### src/design/bottomPkg.sv
`default_nettype none

package bottomPkg;

	// Micro-op codes
	localparam int opWidth = 4;

	localparam logic [opWidth-1:0] opLoadImm = 4'd0;	// Immediate to register
	localparam logic [opWidth-1:0] opMove    = 4'd1;	// Register to register
	localparam logic [opWidth-1:0] opRead    = 4'd2;	// Report a register
	localparam logic [opWidth-1:0] opIncPair = 4'd3;	// Pair plus one
	localparam logic [opWidth-1:0] opDecPair = 4'd4;	// Pair minus one
	localparam logic [opWidth-1:0] opSetBit  = 4'd5;	// Force one bit high
	localparam logic [opWidth-1:0] opResBit  = 4'd6;	// Force one bit low
	localparam logic [opWidth-1:0] opFetch   = 4'd7;	// Report PC, then step it
	localparam logic [opWidth-1:0] opRestart = 4'd8;	// PC from restart vector

	// General register indices, 7 is a hole that reads as zero
	localparam logic [2:0] regB = 3'd0;
	localparam logic [2:0] regC = 3'd1;
	localparam logic [2:0] regD = 3'd2;
	localparam logic [2:0] regE = 3'd3;
	localparam logic [2:0] regH = 3'd4;
	localparam logic [2:0] regL = 3'd5;
	localparam logic [2:0] regA = 3'd6;

	// Register pair indices
	localparam logic [1:0] pairBC = 2'd0;
	localparam logic [1:0] pairDE = 2'd1;
	localparam logic [1:0] pairHL = 2'd2;
	localparam logic [1:0] pairSP = 2'd3;

	// Address register reset values
	localparam logic [15:0] spResetValue = 16'hFFFE;
	localparam logic [15:0] pcResetValue = 16'h0000;

endpackage

`default_nettype wire
### src/design/bottomDatapath.sv
`timescale 1ns/1ps
`default_nettype none

module bottomDatapath import bottomPkg::*; (
	input  wire                CLK,
	input  wire                reset,
	input  wire                cmdValid,
	input  wire  [opWidth-1:0] cmdOp,
	input  wire  [2:0]         cmdDst,
	input  wire  [2:0]         cmdSrc,
	input  wire  [2:0]         cmdBit,
	input  wire  [7:0]         cmdData,
	input  wire                rspReady,
	output logic               cmdReady,
	output logic               rspValid,
	output logic [7:0]         rspData,
	output logic [15:0]        rspAddr,
	output logic [15:0]        addrBus,
	output logic               bq4,
	output logic               bq5,
	output logic               bq7
);

	logic [2:0]  rdSel;
	logic        wrEn;
	logic [2:0]  wrSel;
	logic [7:0]  wrData;
	logic [1:0]  pairSel;
	logic        pairWrEn;
	logic [15:0] pairWrData;
	logic [7:0]  rdData;
	logic [15:0] pairData;
	logic [7:0]  aValue;
	logic        spWrEn;
	logic        pcWrEn;
	logic [15:0] pcSpData;
	logic [15:0] sp;
	logic [15:0] pc;
	logic        stepEn;
	logic        decrement;
	logic [15:0] stepOperand;
	logic [15:0] stepResult;
	logic [7:0]  setResult;
	logic [7:0]  resResult;

	regFile regs (
		.CLK(CLK), .reset(reset),
		.rdSel(rdSel), .wrEn(wrEn), .wrSel(wrSel), .wrData(wrData),
		.pairSel(pairSel), .pairWrEn(pairWrEn), .pairWrData(pairWrData),
		.rdData(rdData), .pairData(pairData), .aValue(aValue)
	);

	addrRegs spPc (
		.CLK(CLK), .reset(reset),
		.spWrEn(spWrEn), .pcWrEn(pcWrEn), .wrData(pcSpData),
		.sp(sp), .pc(pc)
	);

	incDec stepper (
		.CLK(CLK), .reset(reset),
		.stepEn(stepEn), .decrement(decrement), .operand(stepOperand),
		.result(stepResult), .addrBus(addrBus)
	);

	// Bit ops work on the register read port
	operandLogic bitOps (
		.aValue(aValue), .operand(rdData), .bitSel(cmdBit),
		.bq4(bq4), .bq5(bq5), .bq7(bq7),
		.setResult(setResult), .resResult(resResult)
	);

	microOpControl ctrl (
		.CLK(CLK), .reset(reset),
		.cmdValid(cmdValid), .cmdReady(cmdReady), .cmdOp(cmdOp),
		.cmdDst(cmdDst), .cmdSrc(cmdSrc), .cmdBit(cmdBit), .cmdData(cmdData),
		.rspValid(rspValid), .rspReady(rspReady), .rspData(rspData), .rspAddr(rspAddr),
		.rdSel(rdSel), .wrEn(wrEn), .wrSel(wrSel), .wrData(wrData),
		.pairSel(pairSel), .pairWrEn(pairWrEn), .pairWrData(pairWrData),
		.spWrEn(spWrEn), .pcWrEn(pcWrEn), .pcSpData(pcSpData),
		.stepEn(stepEn), .decrement(decrement), .stepOperand(stepOperand),
		.rdData(rdData), .pairData(pairData), .sp(sp), .pc(pc),
		.stepResult(stepResult), .setResult(setResult), .resResult(resResult)
	);

endmodule

`default_nettype wire

### src/design/microOpControl.sv
`timescale 1ns/1ps
`default_nettype none

module microOpControl import bottomPkg::*; (
	input  wire                CLK,
	input  wire                reset,
	input  wire                cmdValid,
	output logic               cmdReady,
	input  wire  [opWidth-1:0] cmdOp,
	input  wire  [2:0]         cmdDst,
	input  wire  [2:0]         cmdSrc,
	input  wire  [2:0]         cmdBit,
	input  wire  [7:0]         cmdData,
	output logic               rspValid,
	input  wire                rspReady,
	output logic [7:0]         rspData,
	output logic [15:0]        rspAddr,
	output logic [2:0]         rdSel,
	output logic               wrEn,
	output logic [2:0]         wrSel,
	output logic [7:0]         wrData,
	output logic [1:0]         pairSel,
	output logic               pairWrEn,
	output logic [15:0]        pairWrData,
	output logic               spWrEn,
	output logic               pcWrEn,
	output logic [15:0]        pcSpData,
	output logic               stepEn,
	output logic               decrement,
	output logic [15:0]        stepOperand,
	input  wire  [7:0]         rdData,
	input  wire  [15:0]        pairData,
	input  wire  [15:0]        sp,
	input  wire  [15:0]        pc,
	input  wire  [15:0]        stepResult,
	input  wire  [7:0]         setResult,
	input  wire  [7:0]         resResult
);

	logic        accept;
	logic        isPairStep;
	logic        isRegWrite;
	logic [15:0] rstVector;	// Restart target, bit index times eight
	logic [7:0]  nextData;
	logic [15:0] nextAddr;

	assign cmdReady = ~rspValid | rspReady;	// Free slot or slot draining now
	assign accept   = cmdValid & cmdReady;

	assign isPairStep = (cmdOp == opIncPair) || (cmdOp == opDecPair);
	assign isRegWrite = (cmdOp == opLoadImm) || (cmdOp == opMove) ||
		(cmdOp == opSetBit) || (cmdOp == opResBit);
	assign rstVector  = {10'd0, cmdBit, 3'b000};

	// Register file side
	assign rdSel   = (cmdOp == opMove) ? cmdSrc : cmdDst;
	assign pairSel = cmdDst[1:0];
	assign wrSel   = cmdDst;
	assign wrEn    = accept & isRegWrite;

	always_comb begin
		case (cmdOp)
			opLoadImm: wrData = cmdData;
			opSetBit:  wrData = setResult;
			opResBit:  wrData = resResult;
			default:   wrData = rdData;	// Move source
		endcase
	end

	// Stepper operand, PC for fetch and SP or a file pair otherwise
	assign stepOperand = (cmdOp == opFetch) ? pc : ((pairSel == pairSP) ? sp : pairData);
	assign decrement   = (cmdOp == opDecPair);
	assign stepEn      = accept & (isPairStep | (cmdOp == opFetch));

	assign pairWrEn   = accept & isPairStep & (pairSel != pairSP);
	assign pairWrData = stepResult;
	assign spWrEn     = accept & isPairStep & (pairSel == pairSP);
	assign pcWrEn     = accept & ((cmdOp == opFetch) | (cmdOp == opRestart));
	assign pcSpData   = (cmdOp == opRestart) ? rstVector : stepResult;

	// Response content per op
	always_comb begin
		nextData = 8'h00;
		nextAddr = 16'h0000;
		case (cmdOp)
			opLoadImm, opMove, opSetBit, opResBit: nextData = wrData;
			opRead:               nextData = rdData;
			opIncPair, opDecPair: nextAddr = stepResult;
			opFetch:              nextAddr = pc;	// Old PC
			opRestart:            nextAddr = rstVector;
			default: ;
		endcase
	end

	always_ff @(posedge CLK) begin
		if (reset) begin
			rspValid <= 1'b0;
		end else if (accept) begin
			rspValid <= 1'b1;
		end else if (rspReady) begin
			rspValid <= 1'b0;
		end
	end

	// Payload holds while the sink stalls
	always_ff @(posedge CLK) begin
		if (accept) begin
			rspData <= nextData;
			rspAddr <= nextAddr;
		end
	end

endmodule

`default_nettype wire

### src/design/operandLogic.sv
`timescale 1ns/1ps
`default_nettype none

module operandLogic (
	input  wire        [7:0] aValue,
	input  wire        [7:0] operand,
	input  wire        [2:0] bitSel,
	output logic             bq4,
	output logic             bq5,
	output logic             bq7,
	output logic       [7:0] setResult,
	output logic       [7:0] resResult
);

	logic [7:0] bitMask;	// One-hot selected bit

	// Helper flags from A, used by the decimal adjust path
	assign bq4 = aValue[1] | aValue[2] | aValue[3];
	assign bq5 = aValue[5] | aValue[6] | aValue[7];
	assign bq7 = aValue[4] & aValue[7];

	always_comb begin
		bitMask = 8'h00;
		bitMask[bitSel] = 1'b1;
	end

	assign setResult = operand | bitMask;
	assign resResult = operand & ~bitMask;	// Masked like the DV operand

endmodule

`default_nettype wire

### src/design/incDec.sv
`timescale 1ns/1ps
`default_nettype none

module incDec (
	input  wire         CLK,
	input  wire         reset,
	input  wire         stepEn,
	input  wire         decrement,	// 1 steps down, 0 steps up
	input  wire  [15:0] operand,
	output logic [15:0] result,
	output logic [15:0] addrBus
);

	logic [15:0] stepped;

	// Plain 16-bit wrap, no paired 8-bit mode here
	assign stepped = decrement ? operand - 16'd1 : operand + 16'd1;
	assign result  = stepped;

	// Address bus holds the last produced address
	always_ff @(posedge CLK) begin
		if (reset) begin
			addrBus <= 16'h0000;
		end else if (stepEn) begin
			addrBus <= stepped;
		end
	end

endmodule

`default_nettype wire

### src/design/addrRegs.sv
`timescale 1ns/1ps
`default_nettype none

module addrRegs import bottomPkg::*; (
	input  wire         CLK,
	input  wire         reset,
	input  wire         spWrEn,
	input  wire         pcWrEn,
	input  wire  [15:0] wrData,	// Stepped address or restart vector
	output logic [15:0] sp,
	output logic [15:0] pc
);

	logic [15:0] spReg;
	logic [15:0] pcReg;

	// Stack pointer
	always_ff @(posedge CLK) begin
		if (reset) begin
			spReg <= spResetValue;	// Top of high RAM minus one
		end else if (spWrEn) begin
			spReg <= wrData;
		end
	end

	// Program counter
	always_ff @(posedge CLK) begin
		if (reset) begin
			pcReg <= pcResetValue;	// Boot starts at zero
		end else if (pcWrEn) begin
			pcReg <= wrData;
		end
	end

	assign sp = spReg;
	assign pc = pcReg;

endmodule

`default_nettype wire

### src/design/regFile.sv
`timescale 1ns/1ps
`default_nettype none

module regFile import bottomPkg::*; (
	input  wire         CLK,
	input  wire         reset,
	input  wire  [2:0]  rdSel,
	input  wire         wrEn,
	input  wire  [2:0]  wrSel,
	input  wire  [7:0]  wrData,
	input  wire  [1:0]  pairSel,
	input  wire         pairWrEn,
	input  wire  [15:0] pairWrData,
	output logic [7:0]  rdData,
	output logic [15:0] pairData,
	output logic [7:0]  aValue
);

	logic [7:0] regs [0:regA];	// B, C, D, E, H, L, A
	logic [2:0] pairHi;			// High byte register of the pair
	logic [2:0] pairLo;
	logic       pairInFile;		// SP lives in addrRegs

	// Pair index to register indices
	always_comb begin
		pairInFile = 1'b1;
		case (pairSel)
			pairBC: begin
				pairHi = regB;
				pairLo = regC;
			end
			pairDE: begin
				pairHi = regD;
				pairLo = regE;
			end
			pairHL: begin
				pairHi = regH;
				pairLo = regL;
			end
			default: begin
				pairHi = regB;
				pairLo = regC;
				pairInFile = 1'b0;
			end
		endcase
	end

	assign rdData   = (rdSel <= regA) ? regs[rdSel] : 8'h00;	// Index 7 reads zero
	assign pairData = pairInFile ? {regs[pairHi], regs[pairLo]} : 16'h0000;
	assign aValue   = regs[regA];

	always_ff @(posedge CLK) begin
		if (reset) begin
			for (int i = 0; i <= regA; i++) begin
				regs[i] <= 8'h00;
			end
		end else begin
			if (wrEn && wrSel <= regA) begin
				regs[wrSel] <= wrData;
			end
			// Both halves move on the same edge
			if (pairWrEn && pairInFile) begin
				regs[pairHi] <= pairWrData[15:8];
				regs[pairLo] <= pairWrData[7:0];
			end
		end
	end

endmodule

`default_nettype wire

### config.mk
export PLATFORM = sky130hd
export DESIGN_NAME = bottomDatapath
export DESIGN_NICKNAME = d
export VERILOG_FILES = /design/src/design/bottomPkg.sv /design/src/design/bottomDatapath.sv /design/src/design/microOpControl.sv /design/src/design/operandLogic.sv /design/src/design/incDec.sv /design/src/design/addrRegs.sv /design/src/design/regFile.sv
export SDC_FILE = /design/constraint.sdc
export NUM_CORES = 1
export LEC_CHECK = 0
export ABC_AREA = 1
export BUFFER_PORTS_ARGS = -buffer_cell sky130_fd_sc_hd__buf_4
export CAP_MARGIN = 15
export CORE_AREA = 4 4 99 171
export CTS_BUF_LIST = sky130_fd_sc_hd__clkbuf_4
export DETAILED_ROUTE_END_ITERATION = 12
export DIE_AREA = 0 0 103 175
export PLACE_DENSITY_LB_ADDON = 0.12
export RECOVER_POWER = 25
export REMOVE_ABC_BUFFERS = 1
export SLEW_MARGIN = 20
export SYNTH_ARGS = -nofsm -noshare
export SYNTH_HDL_FRONTEND = slang
export SYNTH_HIERARCHICAL = 1
export SYNTH_SLANG_ARGS = --single-unit
### constraint.sdc
create_clock -name CLK -period 3.7 [get_ports CLK]
set_input_delay 0.37 -clock CLK [delete_from_list [all_inputs] [get_ports CLK]]
set_output_delay 0.37 -clock CLK [all_outputs]
set_load 0.1 [all_outputs]
Word-level counts from Yosys, hierarchy flattened. Memories as Yosys holds them, arrays and structs flattened. Index checks and enable logic that the tools add are counted. Widths: inputs -> output; s select.

Output and inout bits: 45. Memory bits (writable): 56. Bits in registers: 73. Memories kept: 1.

Memory list: regs.regs (depth 7, bits a word 8, rd ports 4, clocked after Yosys merged registers in 0, write ports 7, RTL line regFile.sv:19) `logic [7:0] regs [0:regA];`.

Magnitude comparators: 4. Mux-type cells: 34. Bitwise logic cells: 19. Reduce and logical (&&, ||, !) cells: 16. Equality and inequality tests: 12. Add/sub/neg operators: 2.

Operators by type and width (count): $mux 16 (5); $pmux 16 s3 (1); $mux 8 (4); $pmux 8 s3 (1); $reduce_or 8->1 (3); $add 16x1->16 const B (1); $eq 4x3->1 const B (4); $pmux 8 s2 (1); $sub 16x1->16 const B (1); $mux 1 (15); $mux 3 (4); $pmux 3 s2 (2); $and 1x1->1 (8); $and 8x8->8 (1); $eq 4x2->1 const B (2); $not 8->8 (1); $or 8x8->8 (1); $or 1x1->1 (7); $le 3x3->1 const B (2); $eq 2x2->1 const B (2); $eq 4x1->1 const B (1); $eq 4x4->1 const B (1); $logic_not 4->1 (1); $logic_or 1x1->1 (4); 12 further kinds (14).

Depth between registers and ports, before layout.
Depth in word-level cells: 12. Gate-level depth with buffers: 27.

Cells and area by module. The synthesis kept the hierarchy.

Modules (own cells, without submodules): regFile (cells each 627, seq. area each 1921.8 um^2, area each 4476.8 um^2, instances 1); microOpControl (cells each 304, seq. area each 740.7 um^2, area each 2107.0 um^2, instances 1); incDec (cells each 273, seq. area each 320.3 um^2, area each 1620.3 um^2, instances 1); addrRegs (cells each 172, seq. area each 640.6 um^2, area each 1232.4 um^2, instances 1); operandLogic (cells each 51, seq. area each 0.0 um^2, area each 211.5 um^2, instances 1).

Worst setup path before layout. OpenSTA, ideal clock, no wires.

Kind: register to register. From: reg ctrl.rspValid. To: mem regs.regs[5][0], enable pin. Required time: 3.316 ns. Data arrival time: 3.535 ns. Setup slack: -0.219 ns. Cell stages (with the launch flop): 8. Cell sequence: dfxtp_1 nand2_1 nand2_1 inv_1 and2_1 buf_2 nand3_1 o21ai_0.

RTL lines: from (decl) (RTL line microOpControl.sv:14) `output logic rspValid,`; from (signal assigned) (RTL line microOpControl.sv:97) `rspValid <= 1'b0;`; from (signal assigned) (RTL line microOpControl.sv:99) `rspValid <= 1'b1;`; from (signal assigned) (RTL line microOpControl.sv:101) `rspValid <= 1'b0;`; to (decl) (RTL line regFile.sv:19).

Worst setup path in the final report.
From: in cmdDst[0]. To: reg ctrl.rspAddr[12], data pin.

Longest elaborated chain between the ends: 9. Elaborated cells between the ends (all ways): 16.

RTL lines: from (decl) (RTL line bottomDatapath.sv:9) `input wire [2:0] cmdDst,`; $eq 2x2->1 (tied with other cells) (RTL line regFile.sv:27) `case (pairSel)`; $pmux 3 s2 or $reduce_or 3->1 (tied branches); $mem_v2 7x8 or $mux 1 (tied branches); $mux 16 (*) (RTL line regFile.sv:49) `assign pairData = pairInFile ? {regs[pairHi], regs[pairLo]} : 16'h0000;`; net pairData[7] (RTL line bottomDatapath.sv:32) `logic [15:0] pairData;`; $mux 16 (*) (2 in series) (RTL line microOpControl.sv:71) `assign stepOperand = (cmdOp == opFetch) ? pc : ((pairSel == pairSP) ? sp : pairData);`; net stepOperand[7] (RTL line bottomDatapath.sv:41) `logic [15:0] stepOperand;`; $add 16x1->16 or $sub 16x1->16 (tied branches) (RTL line incDec.sv:17) `assign stepped = decrement ? operand - 16'd1 : operand + 16'd1;`; $mux 16 (*) (RTL line incDec.sv:17); net stepResult[12] (RTL line bottomDatapath.sv:42) `logic [15:0] stepResult;`; $pmux 16 s3 (*) (RTL line microOpControl.sv:85) `case (cmdOp)`; net ctrl.nextAddr[12] (RTL line microOpControl.sv:45) `logic [15:0] nextAddr;`; to (signal assigned) (RTL line microOpControl.sv:109) `rspAddr <= nextAddr;`; to (decl) (RTL line microOpControl.sv:17) `output logic [15:0] rspAddr,`.

The timed path passes the listed nets; every way through them passes the cells marked *. A chain may end at the register's enable or synchronous reset.

==> flow_metrics.py <==
metrics = {
    "status": {
        "outcome": "finished, final reports clean",
    },
    "floorplan": {
        "dieArea_sq_mm": 0.0180,
        "die_w_microns": 103,
        "die_y_microns": 175,
        "io_pins": 70,
        "fp.coreArea_sq_mm": 0.0155,
        "rows": 60,
        "start_util_pct": 62.4,
    },
    "pwr": {
        "ir_drop_v": 0.000339,
        "power_mw": 3.99,
        "p_leak_nw": 5.51,
        "power_density_mw_per_mm2": 365,
    },
    "layout": {
        "fin_util_pct": 70.8,
        "stdcell_count": 1755,
        "area_growth_pct": 13.6,
        "fillers": 1442,
        "design_area_sq_mm": 0.0110,
        "final_nets": 1599,
        "drive_above_1_share_pct": 15.8,
    },
    "clock_network": {
        "insertion_delay_ns": 0.57,
        "cts_tree": "built",
        "htree_levels": 4,
        "cts-root-buf": "clkbuf_4",
        "cts_buffers": 17,
        "cts.sinks": 137,
        "cts_setup_buffers": 0,
        "clk_pin_slew_ns": 0.16,
        "clockBufferDepth": 2,
    },
    "grt": {
        "grt_first_pass_wirelength_microns": 51400,
        "grt_max_degree": 41,
        "gr-total-overflow": 0,
        "first_global_vias": 9649,
        "grtUsageTotal_pct": 38.3,
        "grt_antenna_before_repair": 1,
    },
    "hold_path": {
        "hold_class": "in -> reg",
        "hold_depth": 4,
    },
    "worst_setup_path": {
        "critPathKind": "in -> reg",
        "cp.depth": 21,
        "critical_path_buf_inv_count": 7,
        "reg2regPathDepth": 19,
        "path_delay_family": "compound AO/OA/AOI/OAI gates",
        "crit_path_end_kind": "flip-flop",
        "path_max_fanout": 8,
        "cpPeakStageDelay_ns": 0.39,
        "required_ns": 4.16,
        "startpoint_type": "input port",
        "crit_slowest_cell": "ha_1",
        "crit_chain": "buf_4 > inv_1 > ha_1 > nand2_1 > clkinv_1 > buf_4 > buf_4 > a21oi_1 > a21oi_1 > o21ai_0 > o21ai_0 > ha_1 > nand2_1 > nor2_1 > nand3_1 > nand3_1 > nand2_1 > nand2_1 > inv_1 > o22ai_1 > buf_4",
        "crit_arrival_ns": 4.10,
    },
    "detailed_routing": {
        "wire_per_inst_microns": 19.0,
        "first_pass_iters": 7,
        "top_layer": "met4",
        "dr_total_vias": 9958,
        "first_iter_violations": 1106,
        "wl_microns": 33400,
        "drc": 0,
        "antenna_left": 0,
        "wl_met1_microns": 10800,
        "met3_length_microns": 2770,
        "dr_wl_met2_microns": 16300,
        "vias_per_cell": 5.67,
    },
    "sta": {
        "report.final.slew_viol_count": 0,
        "fmaxAchievable_mhz": 275,
        "relSlewSlack_pct": 20.4,
        "finalHoldViolations": 0,
        "setup_viol_count_final": 0,
        "holdWs_ns": 0.0949,
        "period_share_pct": 98.3,
        "tns_ns": 0,
        "rsz0062_at_grt": "no",
        "worst_slack_ns": 0.0633,
        "worst_pin_slew_ns": 1.20,
        "period_needed_ns": 3.64,
        "fin_skew_ns": 0.0273,
    },
    "synthesis": {
        "synthCells": 1427,
        "synth_seq_cells": 137,
        "avgSynthCellArea_sq_um": 6.76,
        "ys_seq_area_share_pct": 37.6,
        "yosys_most_used_dff": "edfxtp_1",
        "synth_warnings": 6,
        "netlist_area_sq_mm": 0.00965,
        "async_flop_share_pct": 0,
        "yosysUniqueCellTypes": 44,
        "synth-edff-count": 88,
    },
    "job": {
        "drv_cap": 0,
    },
    "place": {
        "io_buffers": 69,
        "dp_hpwl_microns": 25200,
        "dpl_cell_area_sq_mm": 0.0108,
        "post-place-ws_ns": -0.357,
        "dpl.cell_count": 1722,
        "place_congestion": 1.09,
    },
}
[area by class of cell]
type	count	area [sq um]	area share, %
inverters	206	777	7.09
repair buffers	185	1280	11.7
clock inverters	15	174	1.59
flip-flops and latches	137	3620	33.1
clock buffers	17	128	1.16
well taps	186	233	2.12
diodes	1	2.50	0.0228
multi-input cells	1008	4740	43.3
[sequential cells by signal (all words and copies together), names as in the netlist]
register         flops
spPc/sp             16
ctrl/rspAddr        16
ctrl/rspData         8
spPc/pc             16
stepper/addrBus     16
ctrl/rspValid        1
regs/regs           64
[routing by layer]
layer | vias up | global-route usage [%]
met5 | - | 0
met4 | 0 | 30.6
met3 | 191 | 7.75
met2 | 606 | 63.0
met1 | 4404 | 41.2
li1 | 4757 | -
[synth_stat cells, drive strengths merged (6+ instances only)]
cell type | count | area [sq um]
clkbuf | 14 | 57.6
nor2 | 193 | 802
nand3 | 128 | 671
nand4 | 20 | 170
edfxtp | 88 | 2640
buf | 62 | 469
ha | 18 | 225
o22ai | 6 | 37.5
a21oi | 61 | 313
o21ai | 92 | 460
clkinv | 6 | 26.3
dfxtp | 49 | 981
inv | 200 | 751
nand2 | 464 | 1790
[worst min-delay path: stages]
cell and delay, ns:
buf_4 0.08, inv_1 0.03, nand2_1 0.07, a21oi_1 0.07
[what timing repair did]
action / CTS / global route
hold buffers: 0 / 0
setup endpoints to repair: 0 / 31
resized for setup: 0 / 7
[power breakdown]
group	leakage [nW]	switching, mW	internal (mW)	total [mW]
clock	0.164	0.711	0.322	1.03
sequential	1.29	0.0288	1.69	1.72
combinational	4.05	0.890	0.351	1.24
[worst paths after layout]
kind / slack (ns) / to / from
setup / recovery: 0.06 / ctrl/rspAddr[12] / cmdDst[0]
hold / removal: 0.09 / ctrl/rspValid / rspReady
setup reg to reg: 0.19 / ctrl/rspAddr[12] / regs/regs[4][1]
hold reg to reg: 0.48 / spPc/sp[11] / spPc/sp[11]
[cells in the final DEF, fill, tap and decap left out, types with 7 or more instances in the layout]
cell / count
a21oi_1: 56
nor2_1: 176
buf_4: 138
dfxtp_1: 49
o21ai_0: 80
clkbuf_4: 17
ha_1: 18
clkbuf_1: 43
inv_2: 12
inv_1: 188
edfxtp_1: 88
nor2_2: 10
nand4_1: 17
nand2_1: 447
nand3_1: 122
nor2_4: 7
o21ai_1: 12
nand2_2: 16
[cells by family (layout without fill, tap and decap cells)]
logic type	after synthesis	in the layout	share of synthesized area, %
other cells	0	1	0
mux	3	3	0.350
compound gates	163	163	8.71
flops	137	137	37.6
xor+xnor	8	8	0.882
fa+ha+maj	19	19	2.54
simple gates	815	815	36.4
buf+inv	282	423	13.5
Power figures use the tool's default switching activity.
